## src/rtl/radar_capture_pkg.sv

```systemverilog
package radar_capture_pkg;

  ////////////////////////////////////////
  // data widths
  ////////////////////////////////////////

  // packed IQ sample, I in upper half
  localparam int unsigned IQ_W   = 32;
  // sample and global counters
  localparam int unsigned CNT_W  = 32;
  // one capture word
  localparam int unsigned WORD_W = 64;
  // chirp control word from the register file
  localparam int unsigned CTRL_W = 32;

  // control word field positions, 2 bits each
  localparam int unsigned ROUTE_L_LSB = 0;
  localparam int unsigned ROUTE_U_LSB = 4;
  localparam int unsigned SRC_LSB     = 8;

  ////////////////////////////////////////
  // generator latencies
  ////////////////////////////////////////

  localparam int unsigned LAT_W          = 8;
  // chirp DDS, same at start and stop
  localparam int unsigned CHIRP_DELAY    = 3;
  // waveform generator start and stop
  localparam int unsigned WFRM_DELAY     = 18;
  localparam int unsigned WFRM_DELAY_END = 2;

  // frames padded to whole blocks of this many words
  localparam int unsigned ALIGN_W     = 6;
  localparam int unsigned ALIGN_WORDS = 64;

  // per-half route codes
  localparam logic [1:0] ROUTE_ADC     = 2'd0;
  localparam logic [1:0] ROUTE_DAC     = 2'd1;
  localparam logic [1:0] ROUTE_SAMPLES = 2'd2;
  localparam logic [1:0] ROUTE_GLOBAL  = 2'd3;

  // header/trailer view and data view of the same 64-bit word
  typedef union packed {
    struct packed {
      logic [CNT_W-1:0] glbl;
      logic [CNT_W-1:0] samples;
    } hdr;
    struct packed {
      logic [WORD_W/2-1:0] upper;
      logic [WORD_W/2-1:0] lower;
    } data;
  } capture_word_t;

endpackage
```

## src/rtl/radar_capture_top.sv

```systemverilog
`timescale 1ns/1ps

module radar_capture_top
  import radar_capture_pkg::*;
(
  input  logic              clk_245_76MHz,
  input  logic              cpu_reset,
  input  logic              chirp_init_i,
  input  logic              chirp_enable_i,
  input  logic              adc_enable_i,
  input  logic [CTRL_W-1:0] chirp_control_word_i,
  input  logic [IQ_W-1:0]   adc_iq_i,
  input  logic [IQ_W-1:0]   dac_iq_i,
  input  logic              sample_valid_i,
  input  logic              dds_ready_i,
  input  logic              dds_done_i,
  input  logic              dds_active_i,
  input  logic              wfrm_ready_i,
  input  logic              wfrm_done_i,
  input  logic              wfrm_active_i,
  output logic              dds_init_o,
  output logic              dds_enable_o,
  output logic              wfrm_init_o,
  output logic              wfrm_enable_o,
  output logic              chirp_ready_o,
  output logic              chirp_done_o,
  output logic              chirp_active_o,
  output capture_word_t     capture_word_o,
  output logic              capture_valid_o,
  output logic              capture_first_o,
  output logic              capture_last_o
);

  logic wfrm_selected;

  ////////////////////////////////////////
  // generator select and status
  ////////////////////////////////////////

  chirp_source_mux chirp_source_mux_inst (
    .clk_245_76MHz   (clk_245_76MHz),
    .cpu_reset       (cpu_reset),
    .chirp_init_i    (chirp_init_i),
    .chirp_enable_i  (chirp_enable_i),
    .source_field_i  (chirp_control_word_i[SRC_LSB +: 2]),
    .dds_ready_i     (dds_ready_i),
    .dds_done_i      (dds_done_i),
    .dds_active_i    (dds_active_i),
    .wfrm_ready_i    (wfrm_ready_i),
    .wfrm_done_i     (wfrm_done_i),
    .wfrm_active_i   (wfrm_active_i),
    .wfrm_selected_o (wfrm_selected),
    .dds_init_o      (dds_init_o),
    .dds_enable_o    (dds_enable_o),
    .wfrm_init_o     (wfrm_init_o),
    .wfrm_enable_o   (wfrm_enable_o),
    .chirp_ready_o   (chirp_ready_o),
    .chirp_done_o    (chirp_done_o),
    .chirp_active_o  (chirp_active_o)
  );

  // frame strobes go straight out as the capture stream
  capture_sequencer capture_sequencer_inst (
    .clk_245_76MHz   (clk_245_76MHz),
    .cpu_reset       (cpu_reset),
    .chirp_init_i    (chirp_init_i),
    .adc_enable_i    (adc_enable_i),
    .sample_valid_i  (sample_valid_i),
    .wfrm_selected_i (wfrm_selected),
    .word_we_o       (capture_valid_o),
    .frame_first_o   (capture_first_o),
    .frame_last_o    (capture_last_o)
  );

  capture_word_builder capture_word_builder_inst (
    .clk_245_76MHz  (clk_245_76MHz),
    .cpu_reset      (cpu_reset),
    .route_l_i      (chirp_control_word_i[ROUTE_L_LSB +: 2]),
    .route_u_i      (chirp_control_word_i[ROUTE_U_LSB +: 2]),
    .adc_iq_i       (adc_iq_i),
    .dac_iq_i       (dac_iq_i),
    .word_we_i      (capture_valid_o),
    .frame_first_i  (capture_first_o),
    .frame_last_i   (capture_last_o),
    .capture_word_o (capture_word_o)
  );

endmodule

```

## src/rtl/capture_word_builder.sv

```systemverilog
`timescale 1ns/1ps

module capture_word_builder
  import radar_capture_pkg::*;
(
  input  logic            clk_245_76MHz,
  input  logic            cpu_reset,
  input  logic [1:0]      route_l_i,
  input  logic [1:0]      route_u_i,
  input  logic [IQ_W-1:0] adc_iq_i,
  input  logic [IQ_W-1:0] dac_iq_i,
  input  logic            word_we_i,
  input  logic            frame_first_i,
  input  logic            frame_last_i,
  output capture_word_t   capture_word_o
);

  logic [1:0]       route_l_r;
  logic [1:0]       route_u_r;
  logic [CNT_W-1:0] glbl_cnt;
  logic [CNT_W-1:0] sample_cnt;

  // pick one half-word source by route code
  function automatic logic [WORD_W/2-1:0] route_sel(
    input logic [1:0]      code,
    input logic [IQ_W-1:0] adc,
    input logic [IQ_W-1:0] dac,
    input logic [CNT_W-1:0] smp,
    input logic [CNT_W-1:0] glb
  );
    logic [WORD_W/2-1:0] sel;
    case (code)
      ROUTE_ADC:     sel = adc;
      ROUTE_DAC:     sel = dac;
      ROUTE_SAMPLES: sel = smp;
      default:       sel = glb;
    endcase
    return sel;
  endfunction

  // routes sampled every cycle, one cycle behind the control word
  always_ff @(posedge clk_245_76MHz) begin
    if (cpu_reset) begin
      route_l_r <= ROUTE_ADC;
      route_u_r <= ROUTE_ADC;
    end else begin
      route_l_r <= route_l_i;
      route_u_r <= route_u_i;
    end
  end

  ////////////////////////////////////////
  // counters
  ////////////////////////////////////////

  // free running timestamp
  always_ff @(posedge clk_245_76MHz) begin
    if (cpu_reset) begin
      glbl_cnt <= '0;
    end else begin
      glbl_cnt <= glbl_cnt + 1'b1;
    end
  end

  // words handed out since reset
  always_ff @(posedge clk_245_76MHz) begin
    if (cpu_reset) begin
      sample_cnt <= '0;
    end else if (word_we_i) begin
      sample_cnt <= sample_cnt + 1'b1;
    end
  end

  // header and trailer carry both counters, else routed halves
  always_comb begin
    if (frame_first_i || frame_last_i) begin
      capture_word_o.hdr.glbl    = glbl_cnt;
      capture_word_o.hdr.samples = sample_cnt;
    end else begin
      capture_word_o.data.upper = route_sel(route_u_r, adc_iq_i, dac_iq_i, sample_cnt, glbl_cnt);
      capture_word_o.data.lower = route_sel(route_l_r, adc_iq_i, dac_iq_i, sample_cnt, glbl_cnt);
    end
  end

endmodule

```

## src/rtl/capture_sequencer.sv

```systemverilog
`timescale 1ns/1ps

module capture_sequencer
  import radar_capture_pkg::*;
(
  input  logic clk_245_76MHz,
  input  logic cpu_reset,
  input  logic chirp_init_i,
  input  logic adc_enable_i,
  input  logic sample_valid_i,
  input  logic wfrm_selected_i,
  output logic word_we_o,
  output logic frame_first_o,
  output logic frame_last_o
);

  logic               en_r;
  logic               capture_on;
  logic               frame_first_r;
  logic [LAT_W-1:0]   lat_cnt;
  logic [ALIGN_W-1:0] word_cnt;
  logic [ALIGN_W-1:0] align_cnt;

  logic lat_zero;
  logic align_pend;
  logic en_fall;
  logic start_cond;
  logic pre_last;

  ////////////////////////////////////////
  // frame conditions
  ////////////////////////////////////////

  assign lat_zero   = (lat_cnt == '0);
  assign align_pend = (align_cnt != '0);
  assign en_fall    = en_r & ~adc_enable_i;

  // start latency over, capture not yet running
  assign start_cond = lat_zero & en_r & ~capture_on;

  // one cycle before the stop latency runs out
  assign pre_last = (lat_cnt == LAT_W'(1)) & capture_on & ~en_r;

  // enable registered once
  always_ff @(posedge clk_245_76MHz) begin
    if (cpu_reset) begin
      en_r <= 1'b0;
    end else begin
      en_r <= adc_enable_i;
    end
  end

  // latency countdown, reloaded on init and on enable drop
  always_ff @(posedge clk_245_76MHz) begin
    if (cpu_reset) begin
      lat_cnt <= '0;
    end else if (chirp_init_i) begin
      lat_cnt <= wfrm_selected_i ? LAT_W'(WFRM_DELAY) : LAT_W'(CHIRP_DELAY);
    end else if (en_fall) begin
      lat_cnt <= wfrm_selected_i ? LAT_W'(WFRM_DELAY_END) : LAT_W'(CHIRP_DELAY);
    end else if (!lat_zero) begin
      lat_cnt <= lat_cnt - 1'b1;
    end
  end

  // capture level follows en_r only once latency and padding are done
  always_ff @(posedge clk_245_76MHz) begin
    if (cpu_reset) begin
      capture_on <= 1'b0;
    end else if (lat_zero && !align_pend) begin
      capture_on <= en_r;
    end
  end

  // header strobe lands with the first captured word
  always_ff @(posedge clk_245_76MHz) begin
    if (cpu_reset) begin
      frame_first_r <= 1'b0;
    end else begin
      frame_first_r <= start_cond;
    end
  end

  ////////////////////////////////////////
  // block alignment
  ////////////////////////////////////////

  // words written this frame, modulo block size
  always_ff @(posedge clk_245_76MHz) begin
    if (cpu_reset) begin
      word_cnt <= '0;
    end else if (start_cond) begin
      word_cnt <= '0;
    end else if (word_we_o) begin
      word_cnt <= word_cnt + 1'b1;
    end
  end

  // padding words still owed to the block
  // block size minus words so far, the pre-last word and the trailer
  always_ff @(posedge clk_245_76MHz) begin
    if (cpu_reset) begin
      align_cnt <= '0;
    end else if (pre_last) begin
      align_cnt <= ALIGN_W'(ALIGN_WORDS - 2) - word_cnt;
    end else if (align_pend) begin
      align_cnt <= align_cnt - 1'b1;
    end
  end

  assign word_we_o     = capture_on & sample_valid_i;
  assign frame_first_o = frame_first_r;
  // trailer on the last padded cycle
  assign frame_last_o  = lat_zero & capture_on & ~en_r & ~align_pend;

endmodule

```

## src/rtl/chirp_source_mux.sv

```systemverilog
`timescale 1ns/1ps

module chirp_source_mux
  import radar_capture_pkg::*;
(
  input  logic       clk_245_76MHz,
  input  logic       cpu_reset,
  input  logic       chirp_init_i,
  input  logic       chirp_enable_i,
  input  logic [1:0] source_field_i,
  input  logic       dds_ready_i,
  input  logic       dds_done_i,
  input  logic       dds_active_i,
  input  logic       wfrm_ready_i,
  input  logic       wfrm_done_i,
  input  logic       wfrm_active_i,
  output logic       wfrm_selected_o,
  output logic       dds_init_o,
  output logic       dds_enable_o,
  output logic       wfrm_init_o,
  output logic       wfrm_enable_o,
  output logic       chirp_ready_o,
  output logic       chirp_done_o,
  output logic       chirp_active_o
);

  logic [1:0] source_r;
  logic       wfrm_sel;

  // source frozen for the length of a chirp
  always_ff @(posedge clk_245_76MHz) begin
    if (cpu_reset) begin
      source_r <= 2'b00;
    end else if (!chirp_enable_i) begin
      source_r <= source_field_i;
    end
  end

  // waveform generator only on code 2'b11
  assign wfrm_sel        = &source_r;
  assign wfrm_selected_o = wfrm_sel;

  ////////////////////////////////////////
  // strobe steering
  ////////////////////////////////////////

  // unselected generator sees nothing
  assign dds_init_o    = ~wfrm_sel & chirp_init_i;
  assign dds_enable_o  = ~wfrm_sel & chirp_enable_i;
  assign wfrm_init_o   =  wfrm_sel & chirp_init_i;
  assign wfrm_enable_o =  wfrm_sel & chirp_enable_i;

  // status back from whichever one is active
  assign chirp_ready_o  = wfrm_sel ? wfrm_ready_i  : dds_ready_i;
  assign chirp_done_o   = wfrm_sel ? wfrm_done_i   : dds_done_i;
  assign chirp_active_o = wfrm_sel ? wfrm_active_i : dds_active_i;

endmodule

```

## config.mk

```make
export PLATFORM = sky130hd
export DESIGN_NAME = radar_capture_top
export DESIGN_NICKNAME = d
export VERILOG_FILES = /design/src/rtl/radar_capture_pkg.sv /design/src/rtl/radar_capture_top.sv /design/src/rtl/capture_word_builder.sv /design/src/rtl/capture_sequencer.sv /design/src/rtl/chirp_source_mux.sv
export SDC_FILE = /design/constraint.sdc
export NUM_CORES = 1
export LEC_CHECK = 0
export BUFFER_PORTS_ARGS = -buffer_cell sky130_fd_sc_hd__clkbuf_2
export CAP_MARGIN = 5
export CORE_AREA = 2 2 140 142
export CTS_BUF_LIST = sky130_fd_sc_hd__clkbuf_16
export DETAILED_ROUTE_END_ITERATION = 12
export DIE_AREA = 0 0 142 144
export HOLD_SLACK_MARGIN = 0.02
export REMOVE_ABC_BUFFERS = 1
export SKIP_CTS_REPAIR_TIMING = 1
export SYNTH_ARGS = -nofsm -noshare
export SYNTH_HDL_FRONTEND = slang
export SYNTH_SLANG_ARGS = --single-unit
```

## constraint.sdc

```tcl
create_clock -name clk_245_76MHz -period 3.24 [get_ports clk_245_76MHz]
set_clock_uncertainty 0.15 [all_clocks]
set_input_delay 0.162 -clock clk_245_76MHz [delete_from_list [all_inputs] [get_ports clk_245_76MHz]]
set_output_delay 0.162 -clock clk_245_76MHz [all_outputs]
set_load 0.005 [all_outputs]
```

* Word-level counts from Yosys, hierarchy flattened
Index checks and enable logic that the tools add are counted.
** Word-level totals
- Word-level logic and storage cells :: 64
- Output and inout bits :: 74
- Bits in registers :: 93
** Cells by class
- Reduce and logical (&&, ||, !) cells :: 10
- $add $sub $neg :: 6
- Bitwise operators :: 18
- Mux-type cells :: 13
- Eq/ne operators :: 6
** Operators with widths (count)
- 32-bit one-hot mux with 3 select lines :: 2
- 32-bit by 1-bit adder with 32-bit output (second input constant) :: 2
- 64-bit 2-to-1 mux :: 1
- 8-bit 2-to-1 mux :: 3
- 1-bit bitwise AND :: 13
- 6-bit 2-to-1 mux :: 2
- 8-bit by 1-bit == test with 1-bit output (second input constant) :: 1
- 8-bit logical NOT :: 1
- 8-bit by 1-bit subtractor with 8-bit output (second input constant) :: 1
- 6-bit by 1-bit adder with 6-bit output (second input constant) :: 1
- 6-bit nonzero test :: 1
- 6-bit by 1-bit subtractor with 6-bit output (second input constant) :: 1
- 6-bit subtractor (first input constant) :: 1
- 5-bit 2-to-1 mux :: 1
- 1-bit inverter :: 5
- 2-bit by 1-bit == test with 1-bit output (second input constant) :: 2
- 2-bit == test (second input constant) :: 2
- 2-bit logical NOT :: 2
- 1-bit 2-to-1 mux :: 4
- 3-bit inequality test (second input constant) :: 1
- 2-bit AND reduction :: 1
- 2-bit nonzero test :: 1
- 2-bit OR reduction :: 1
- 1-bit logical AND :: 1
- other kinds (2) :: 2

* Depth between registers and ports, before layout
Gate-level depths: netlist of run 1.
- Depth in word-level cells :: 6
- Depth in mapped cells :: 9
- Mapped depth without buffers :: 6

* Hierarchy
Synthesis of run 1 repeated with hierarchy kept, for this count alone.
** Unflattened totals
- Cells, all modules :: 814
- Area, all modules :: 6352.3 µm²
** By module, submodules not included
- capture_word_builder :: area an instance 4986.0 µm², times used 1, cells each 662
- capture_sequencer :: area an instance 1213.7 µm², times used 1, cells each 137
- chirp_source_mux :: area an instance 152.6 µm², times used 1, cells each 15

* Worst setup path after synthesis of run 1
No wires, ideal clock.
- Kind :: flip-flop to output port
- Start :: register capture_sequencer_inst.lat_cnt[0]
- End :: output capture_word_o[10] in the netlist's numbering
- Cell stages (with the launch flop) :: 9
- Setup slack :: 832 ps
- Path buffers :: 2
- Arrival :: 2096 ps
- Path through :: dfxtp_1 -> inv_1 -> ha_1 -> nor3b_2 -> and2_1 -> buf_2 -> a221oi_1 -> clkbuf_1 -> a2bb2oi_1
** RTL lines
- from (decl) :: RTL line capture_sequencer.sv:20 : logic [LAT_W-1:0] lat_cnt;
- from (signal assigned) :: RTL line capture_sequencer.sv:58 : lat_cnt <= wfrm_selected_i ? LAT_W'(WFRM_DELAY) : LAT_W'(CHIRP_DELAY);
- from (signal assigned) :: RTL line capture_sequencer.sv:60 : lat_cnt <= wfrm_selected_i ? LAT_W'(WFRM_DELAY_END) : LAT_W'(CHIRP_DELAY);
- from (signal assigned) :: RTL line capture_sequencer.sv:62 : lat_cnt <= lat_cnt - 1'b1;
- to (decl) :: RTL line radar_capture_top.sv:28 : output capture_word_t capture_word_o,

==> metrics.md, run 1 <==
| Metric | Value |
|---|---|
| Initial antenna violation count | 0 |
| FILL cells | 1946 |
| Hold_ws | a little under 0.06 ns |
| Count of final hold-check violations | 0 |
| Crit path buffers/inverters | 4 |
| Ports | ~180 |
| CTS H-tree depth | 3 |
| DRT iter0 DRCs | approximately 360 |
| Sw Share | between 30% and 40% |
| IO Port Bufs | ~160 |
| Startpoint Class | flop |
| Met2 Wirelength | approximately 9000 µm |
| TritonCTS clock tree | done |
| Worst-Margin Slew | between 1 and 1.5 ns |
| GPL Wtd Cong | a little over 0.8 |
| Final #Nets | roughly 1000 |
| Vias | around 6500 |
| Start point of the critical path | capture_sequencer_inst.lat_cnt[0]$_SDFFE_PP0P_ |
| Antenna-violating nets left | 0 |
| Residual DRC count | 0 |
| Clock Tree Root | clkbuf_16 |
| Post-synth ARST share | 0% |
| Wire length on met1 | about 9300 µm |
| Most frequent cells in the layout | clkbuf_2 (154), dfxtp_1 (91), nand2_1 (69), mux2_2 (62), a21oi_1 (58) |
| Top_reg_cell synth | dfxtp_1 |
| WL/cell | around 17 µm |
| Maximum clock rate | between 300 and 400 MHz |
| PwrDens | 405 mW/mm² |
| Crit Path Max Fanout | 18 |
| WS Path Type | flop to output pin |
| Clock Latency Late Sink | 0.36 ns |
| Layout cell share with drive strength beyond 1 | 30.1% |
| VDD IR max | around 0.00027 V |
| Area growth syn-to-layout | 22.4% |
| Vias per cell | 5.61 |
| Hold Path Class | primary input to flop |
| Worst path slowest cell | mux2_1 |
| Router iterations before antenna repair | 4 |
| Setup-failing EPs final | 0 |
| RSZ-0062 raised after global routing | no |
| Post-synthesis sequential area ratio | between 20 and 30% |
| Dpl hpwl | between 10000 and 15000 µm |
| Gr ovfl total | 0 |
| Most common cell after layout, fill and taps aside | clkbuf_2 |
| Clock sinks | 93 |
| Post-synth top area share | ~29% |
| Final Util | 41.5% |
| Synth warnings | 0 |
| P_sw | between 0.0009 and 0.001 W |
| Number of synthesized flops with an enable pin | 0 |
| CTS Buffer Depth | 2 |
| Most frequent cell on the critical path | buf_4 |
| Largest net degree at the start of global routing | 42 |
| Core Region | approximately 0.019 mm² |
| Max-cap viol count | 0 |
| Hold Path Origin | sample_valid_i |
| Status | completed |
| Total negative setup slack | 0 ns |
| Clock Power Share | between 30% and 40% |
| Cell Area, Synth | between 0.006 and 0.007 mm² |
| Max incr delay on CP | ~0.39 ns |
| Metal3 WL | between 1000 and 1500 µm |
| Aggregate routed wire length | slightly below 20000 µm |
| Area leader, netlist | dfxtp_1 |
| Critical-path cell list | inv_1 > ha_1 > nor3b_4 > and2_2 > buf_4 > a221o_2 > buf_4 > mux2_1 > clkbuf_2 |
| Die footprint | ~0.02 mm² |
| Synth Area per Inst | about 8.3 µm² |
| Req. time, crit path | 2.93 ns |
| CP top delay family | buffers and inverters |
| Initial Util | 33.9% |
| Synth area leaders | dfxtp_1 (29%), mux2_2 (11%), mux2i_1 (6.2%) |
| Flops & latches, synth | 93 |
| Die Y-Extent | between 100 and 150 µm |
| Die width | roughly 140 µm |
| First-pass GRT wire length | a little over 30000 µm |
| Reg2reg start | capture_word_builder_inst.sample_cnt[0]$_SDFFE_PP0P_ |
| Gate power share | 26.3% |
| Register share of total power | around two fifths |
| Relative slew slack | roughly a quarter |
| Leakage | 2.95 nW |
| Synthesized instance count | roughly 800 |
| Final min period | 3.13 ns |
| Pint | 0.00222 W |
| DR top layer | met4 |
| Diode count | 0 |
| Unique masters post-synth | 53 |
| Total CTS buffers | 9 |
| Period utilization | between 90% and 100% |
| Clk slew on worst S/H paths | approximately 0.070 ns |
| Max-slew violations | 0 |
| Num rows | 51 |
| All-Layer GR Usage | 18.6% |
| Critical Path AT | about 2.8 ns |
| Vias in the first global route | around 5700 |
| Endpoint type of the worst setup path | output pin |
-- registers in the layout, indices dropped and copies added (netlist names), 2 cells and up --
register                              cells
capture_sequencer_inst.align_cnt          6
capture_sequencer_inst.lat_cnt            8
capture_sequencer_inst.word_cnt           6
capture_word_builder_inst.glbl_cnt       32
capture_word_builder_inst.route_l_r       2
capture_word_builder_inst.route_u_r       2
capture_word_builder_inst.sample_cnt     32
chirp_source_mux_inst.source_r            2
-- worst reg2reg max path, cell delays in order, from the launching register on --
cell and delay, ns:
dfxtp_1 0.42, ha_1 0.19, and4_1 0.36, nand4_1 0.48, or4_1 0.67, a21oi_1 0.15
-- cells by family (layout without fill, tap and decap cells) --
group | Yosys count | count (layout) | share of synthesized area, %
simple gates | 259 | 259 | 21.8
xor+xnor | 30 | 30 | 4.06
mux | 112 | 112 | 20.1
fa+ha+maj | 6 | 6 | 1.16
flops | 93 | 93 | 28.8
compound gates | 197 | 198 | 19.1
buf+inv | 81 | 223 | 5.06
-- through the flow --
stage	instance area [µm²]	total power, W	cells	worst slack, ns
after floorplan	6220	0.00179	716	-0.0889
after global placement	7480	0.00211	1129	0.406
after detailed placement	7480	0.00212	1129	0.426
after CTS	7780	0.00322	1145	-0.00183
after global routing	7920	0.00339	1159	0.00356
final	7920	0.00321	1159	0.107
-- metal layers --
layer	vias to the layer above	global-route usage, %
li1	3204	-
met1	3078	24.6
met2	205	30.5
met3	18	4.17
met4	0	5.11
met5	-	0
-- worst paths after layout --
check | to | slack [ns] | cells after the start
max | capture_word_o[33] | 0.11 | 9
min | capture_sequencer_inst.word_cnt[1]$_SDFFE_PP0P_ | 0.06 | 4
max reg2reg | capture_word_builder_inst.sample_cnt[24]$_SDFFE_PP0P_ | 0.76 | 5
min reg2reg | capture_sequencer_inst.word_cnt[1]$_SDFFE_PP0P_ | 0.33 | 2
-- power by group through the flow --
stage	registers [W]	clock network, W	logic (W)
2_1_floorplan	0.00129	0	0.000503
3_3_place_gp	0.00129	0	0.000815
3_5_place_dp	0.00129	0	0.000825
4_1_cts	0.00127	0.00112	0.000829
5_1_grt	0.00128	0.00118	0.000940
6_report	0.00127	0.00110	0.000845
-- cell usage after synthesis, types with 13 or more instances --
| master | number |
|---|---|
| nand2_1 | 69 |
| xnor2_1 | 17 |
| nand4_1 | 20 |
| nand3_1 | 18 |
| nor2_1 | 44 |
| nor2b_1 | 13 |
| mux2_2 | 62 |
| dfxtp_1 | 93 |
| a2bb2oi_1 | 24 |
| or4_1 | 27 |
| a21oi_1 | 59 |
| or3_1 | 19 |
| inv_1 | 18 |
| xor2_1 | 13 |
| o22ai_1 | 24 |
| clkbuf_1 | 49 |
| o21ai_0 | 45 |
| mux2i_1 | 40 |
| o31ai_1 | 27 |
-- cell type report --
cell class / count / area (µm²) / area share (%)
tap: 238 / 298 / 3.76
clock buffer: 9 / 225 / 2.84
clock inverter: 7 / 75.1 / 0.947
timing repair buffer: 188 / 1060 / 13.3
multi-input combinational: 605 / 4330 / 54.7
inverter: 19 / 71.3 / 0.900
sequential: 93 / 1860 / 23.5
Note: power is estimated with default switching activity, not from simulation.
==> run 2: changes to the inputs <==
==> constraint.sdc (replaced) <==
create_clock -name clk_245_76MHz -period 2.9 [get_ports clk_245_76MHz]
set_clock_uncertainty 0.15 [all_clocks]
set_input_delay 0.145 -clock clk_245_76MHz [delete_from_list [all_inputs] [get_ports clk_245_76MHz]]
set_output_delay 0.145 -clock clk_245_76MHz [all_outputs]
set_load 0.005 [all_outputs]
==> run 2 against run 1 <==
Against the previous run:
- clock power rose by 7%
- register-to-register slack worse by 0.24 ns
- combinational power grew 21%
- core utilization rose by 0.62 points
- via count decreased by 0.11%
- die area did not move
- hold slack improved by 0.017 ns
- highest routed layer unchanged
- worst setup slack gained 0.046 ns
- critical endpoint unchanged
==> metrics.md, run 2 (synthesis gave the netlist of run 1 again) <==
| Metric | Value |
|---|---|
| Worst-Margin Slew | 0.646 ns (was 1.12 ns) |
| Most common cell after layout, fill and taps aside | clkbuf_2 (unchanged) |
| Setup-failing EPs final | 0 (unchanged) |
| Diode count | 0 (unchanged) |
| Antenna-violating nets left | 0 (unchanged) |
| Residual DRC count | 0 (unchanged) |
| Clock sinks | 93 (unchanged) |
| Total CTS buffers | 9 (unchanged) |
| RSZ-0062 raised after global routing | no (unchanged) |
| Vias in the first global route | 5764 (was 5745) |
| First-pass GRT wire length | 30000 µm (was 30200 µm) |
| Die width | 142 µm (unchanged) |
| Clock Latency Late Sink | 0.35 ns (was 0.36 ns) |
| PwrDens | 448 mW/mm² (was 405 mW/mm²) |
| Hold_ws | 0.0763 ns (was 0.0592 ns) |
| Total power draw | 0.00361 W (was 0.00321 W) |
| TritonCTS clock tree | done (unchanged) |
| Area growth syn-to-layout | 24.2% (was 22.4%) |
| Endpoint type of the worst setup path | output pin (unchanged) |
| Req. time, crit path | 2.61 ns (was 2.93 ns) |
| Register area | 0.00187 mm² (was 0.00186 mm²) |
| Period utilization | a little over nine tenths |
| Hold endpoint | capture_sequencer_inst.lat_cnt[6]$_SDFFE_PP0P_ (was capture_sequencer_inst.word_cnt[1]$_SDFFE_PP0P_) |
| All-Layer GR Usage | 18.4% (was 18.6%) |
| Area after DPL | 0.00756 mm² (was 0.00748 mm²) |
| Crit Path Max Fanout | 21 (was 18) |
| Core Region | 0.0191 mm² (unchanged) |
| Maximum clock rate | between 300 and 400 MHz |
| Initial antenna violation count | 0 (unchanged) |
| CTS Buffer Depth | 2 (unchanged) |
| WHS Path Cells | 3 (was 4) |
| Reg2reg start | capture_word_builder_inst.glbl_cnt[0]$_SDFF_PP0_ (was capture_word_builder_inst.sample_cnt[0]$_SDFFE_PP0P_) |
| Hold Path Origin | cpu_reset (was sample_valid_i) |
| Largest regs | capture_word_builder_inst.glbl_cnt x32, capture_word_builder_inst.sample_cnt x32, capture_sequencer_inst.lat_cnt x8 (unchanged) |
| Critical Path AT | 2.45 ns (was 2.82 ns) |
| Worst R2R End | capture_word_builder_inst.glbl_cnt[30]$_SDFF_PP0_ (was capture_word_builder_inst.sample_cnt[24]$_SDFFE_PP0P_) |
| Max-cap viol count | 0 (unchanged) |
| Setup slack, reg-to-reg | 0.52 ns (was 0.76 ns) |
| Worst R2R Path Depth | 5 (unchanged) |
| Die footprint | 0.0204 mm² (unchanged) |
| Hold Path Class | primary input to flop (unchanged) |
| Dpl hpwl | 13900 µm (was 13600 µm) |
| Clock Tree Root | clkbuf_16 (unchanged) |
| CP top delay family | buffers and inverters (unchanged) |
| Relative slew slack | 56.9% (was 25.2%) |
| CTS H-tree depth | 3 (unchanged) |
| Final min period | 2.75 ns |
| Die Y-Extent | 144 µm (unchanged) |
| Crit path buffers/inverters | 4 (unchanged) |
| Gr ovfl total | 0 (unchanged) |
| Placed Instances | 1137 (was 1129) |
| Ports | 182 (unchanged) |
| Critical-path cell list | inv_1 > ha_2 > nand2b_1 > nor3_4 > buf_4 > a221o_2 > buf_8 > mux2_1 > clkbuf_2 (was inv_1 > ha_1 > nor3b_4 > and2_2 > buf_4 > a221o_2 > buf_4 > mux2_1 > clkbuf_2) |
| Leakage | 3.02 nW (was 2.95 nW) |
| Layout cell share with drive strength beyond 1 | 31.3% (was 30.1%) |
| Area of the multi-input gates | 0.00435 mm² (was 0.00433 mm²) |
| Clk slew on worst S/H paths | 0.06 ns (was 0.07 ns) |
| WS Path Type | flop to output pin (unchanged) |
| Vias | 6498 (was 6505) |
| DRT iter0 DRCs | 408 (was 357) |
| Status | completed (unchanged) |
| GPL Wtd Cong | 0.821 (was 0.805) |
| Max incr delay on CP | 0.41 ns (was 0.39 ns) |
| Router iterations before antenna repair | 5 (was 4) |
| Max-slew violations | 0 (unchanged) |
| Post-layout instance area | 0.00804 mm² (was 0.00792 mm²) |
| Worst path slowest cell | dfxtp_1 (was mux2_1) |
| Most frequent cells in the layout | clkbuf_2 (154), dfxtp_1 (90), nand2_1 (69), mux2_2 (62), a21oi_1 (58) (was clkbuf_2 (154), dfxtp_1 (91), nand2_1 (69), mux2_2 (62), a21oi_1 (58)) |
| FILL cells | 1950 (was 1946) |
| Cell Count, Final, Fillers Out | 1168 (was 1159) |
| Num rows | 51 (unchanged) |
| WL/cell | 16.9 µm (was 17.0 µm) |
| Initial Util | 33.9% (unchanged) |
| Aggregate routed wire length | 19700 µm (about the same) |
| Vias per cell | 5.56 (was 5.61) |
| Startpoint Class | flop (unchanged) |
| Count of final hold-check violations | 0 (unchanged) |
| Largest net degree at the start of global routing | 46 (was 42) |
| Final Util | 42.1% (was 41.5%) |
| IO Port Bufs | 155 (unchanged) |
| Final #Nets | 1039 (was 1030) |
| VDD IR max | 0.000289 V (was 0.000267 V) |
## run 2: cell count changes in the layout (fill, tap and decap cells not counted), moves of 2 or more
| cell | before | now |
|---|---|---|
| buf_4 | 20 | 27 |
| clkinvlp_4 | 3 | 0 |
| clkinv_2 | 1 | 3 |
| buf_12 | 0 | 3 |
| dlygate4sd3_1 | 13 | 10 |
## run 2: final cells by class
cell class | instances | share of cell area [%]
Timing Repair Buffer | 197 | 14.5
Tap cell | 238 | 3.70
Inverter | 19 | 0.887
Sequential cell | 93 | 23.2
Clock buffer | 9 | 2.80
Multi-Input combinational cell | 605 | 54.1
Clock inverter | 7 | 0.825
## run 2: how the worst max path moves through the flow
stage	startpoint	endpoint	depth (start not counted)
2_1_floorplan	capture_word_builder_inst.route_l_r[0]$_SDFF_PP0_	capture_word_o[0]	3
6_report	capture_sequencer_inst.align_cnt[1]$_SDFFE_PP0P_	capture_word_o[33]	9
3_3_place_gp	capture_sequencer_inst.lat_cnt[0]$_SDFFE_PP0P_	capture_word_o[29]	7
4_1_cts	capture_sequencer_inst.lat_cnt[0]$_SDFFE_PP0P_	capture_word_o[29]	7
5_1_grt	capture_sequencer_inst.align_cnt[1]$_SDFFE_PP0P_	capture_word_o[33]	9
3_5_place_dp	capture_sequencer_inst.lat_cnt[0]$_SDFFE_PP0P_	capture_word_o[3]	7
## run 2: metrics by stage
step	setup slack, ns	TNS [ns]
final	0.153	0
after floorplan	-0.412	-15.96
after detailed placement	0.122	0
after CTS	-0.261	-4.99
after global routing	0.0297	0
after global placement	0.190	0
## run 2: worst min-delay path, stage by stage
cell,delay (ns)
buf_2,0.12
or3_1,0.21
a21oi_1,0.05
## run 2: routing by layer
layer  track usage [%]  vias to the layer above  wire [µm]
li1                  -                     3215          -
met5                 0                        -          0
met1              24.3                     3065       9210
met3              3.48                       17       1070
met2              31.1                      201       9230
met4              4.68                        0        200
## run 2: where the power goes
| group | internal [W] | switching (W) |
|---|---|---|
| sequential | 0.00134 | 0.0000756 |
| clock | 0.000663 | 0.000515 |
| combinational | 0.000507 | 0.000508 |
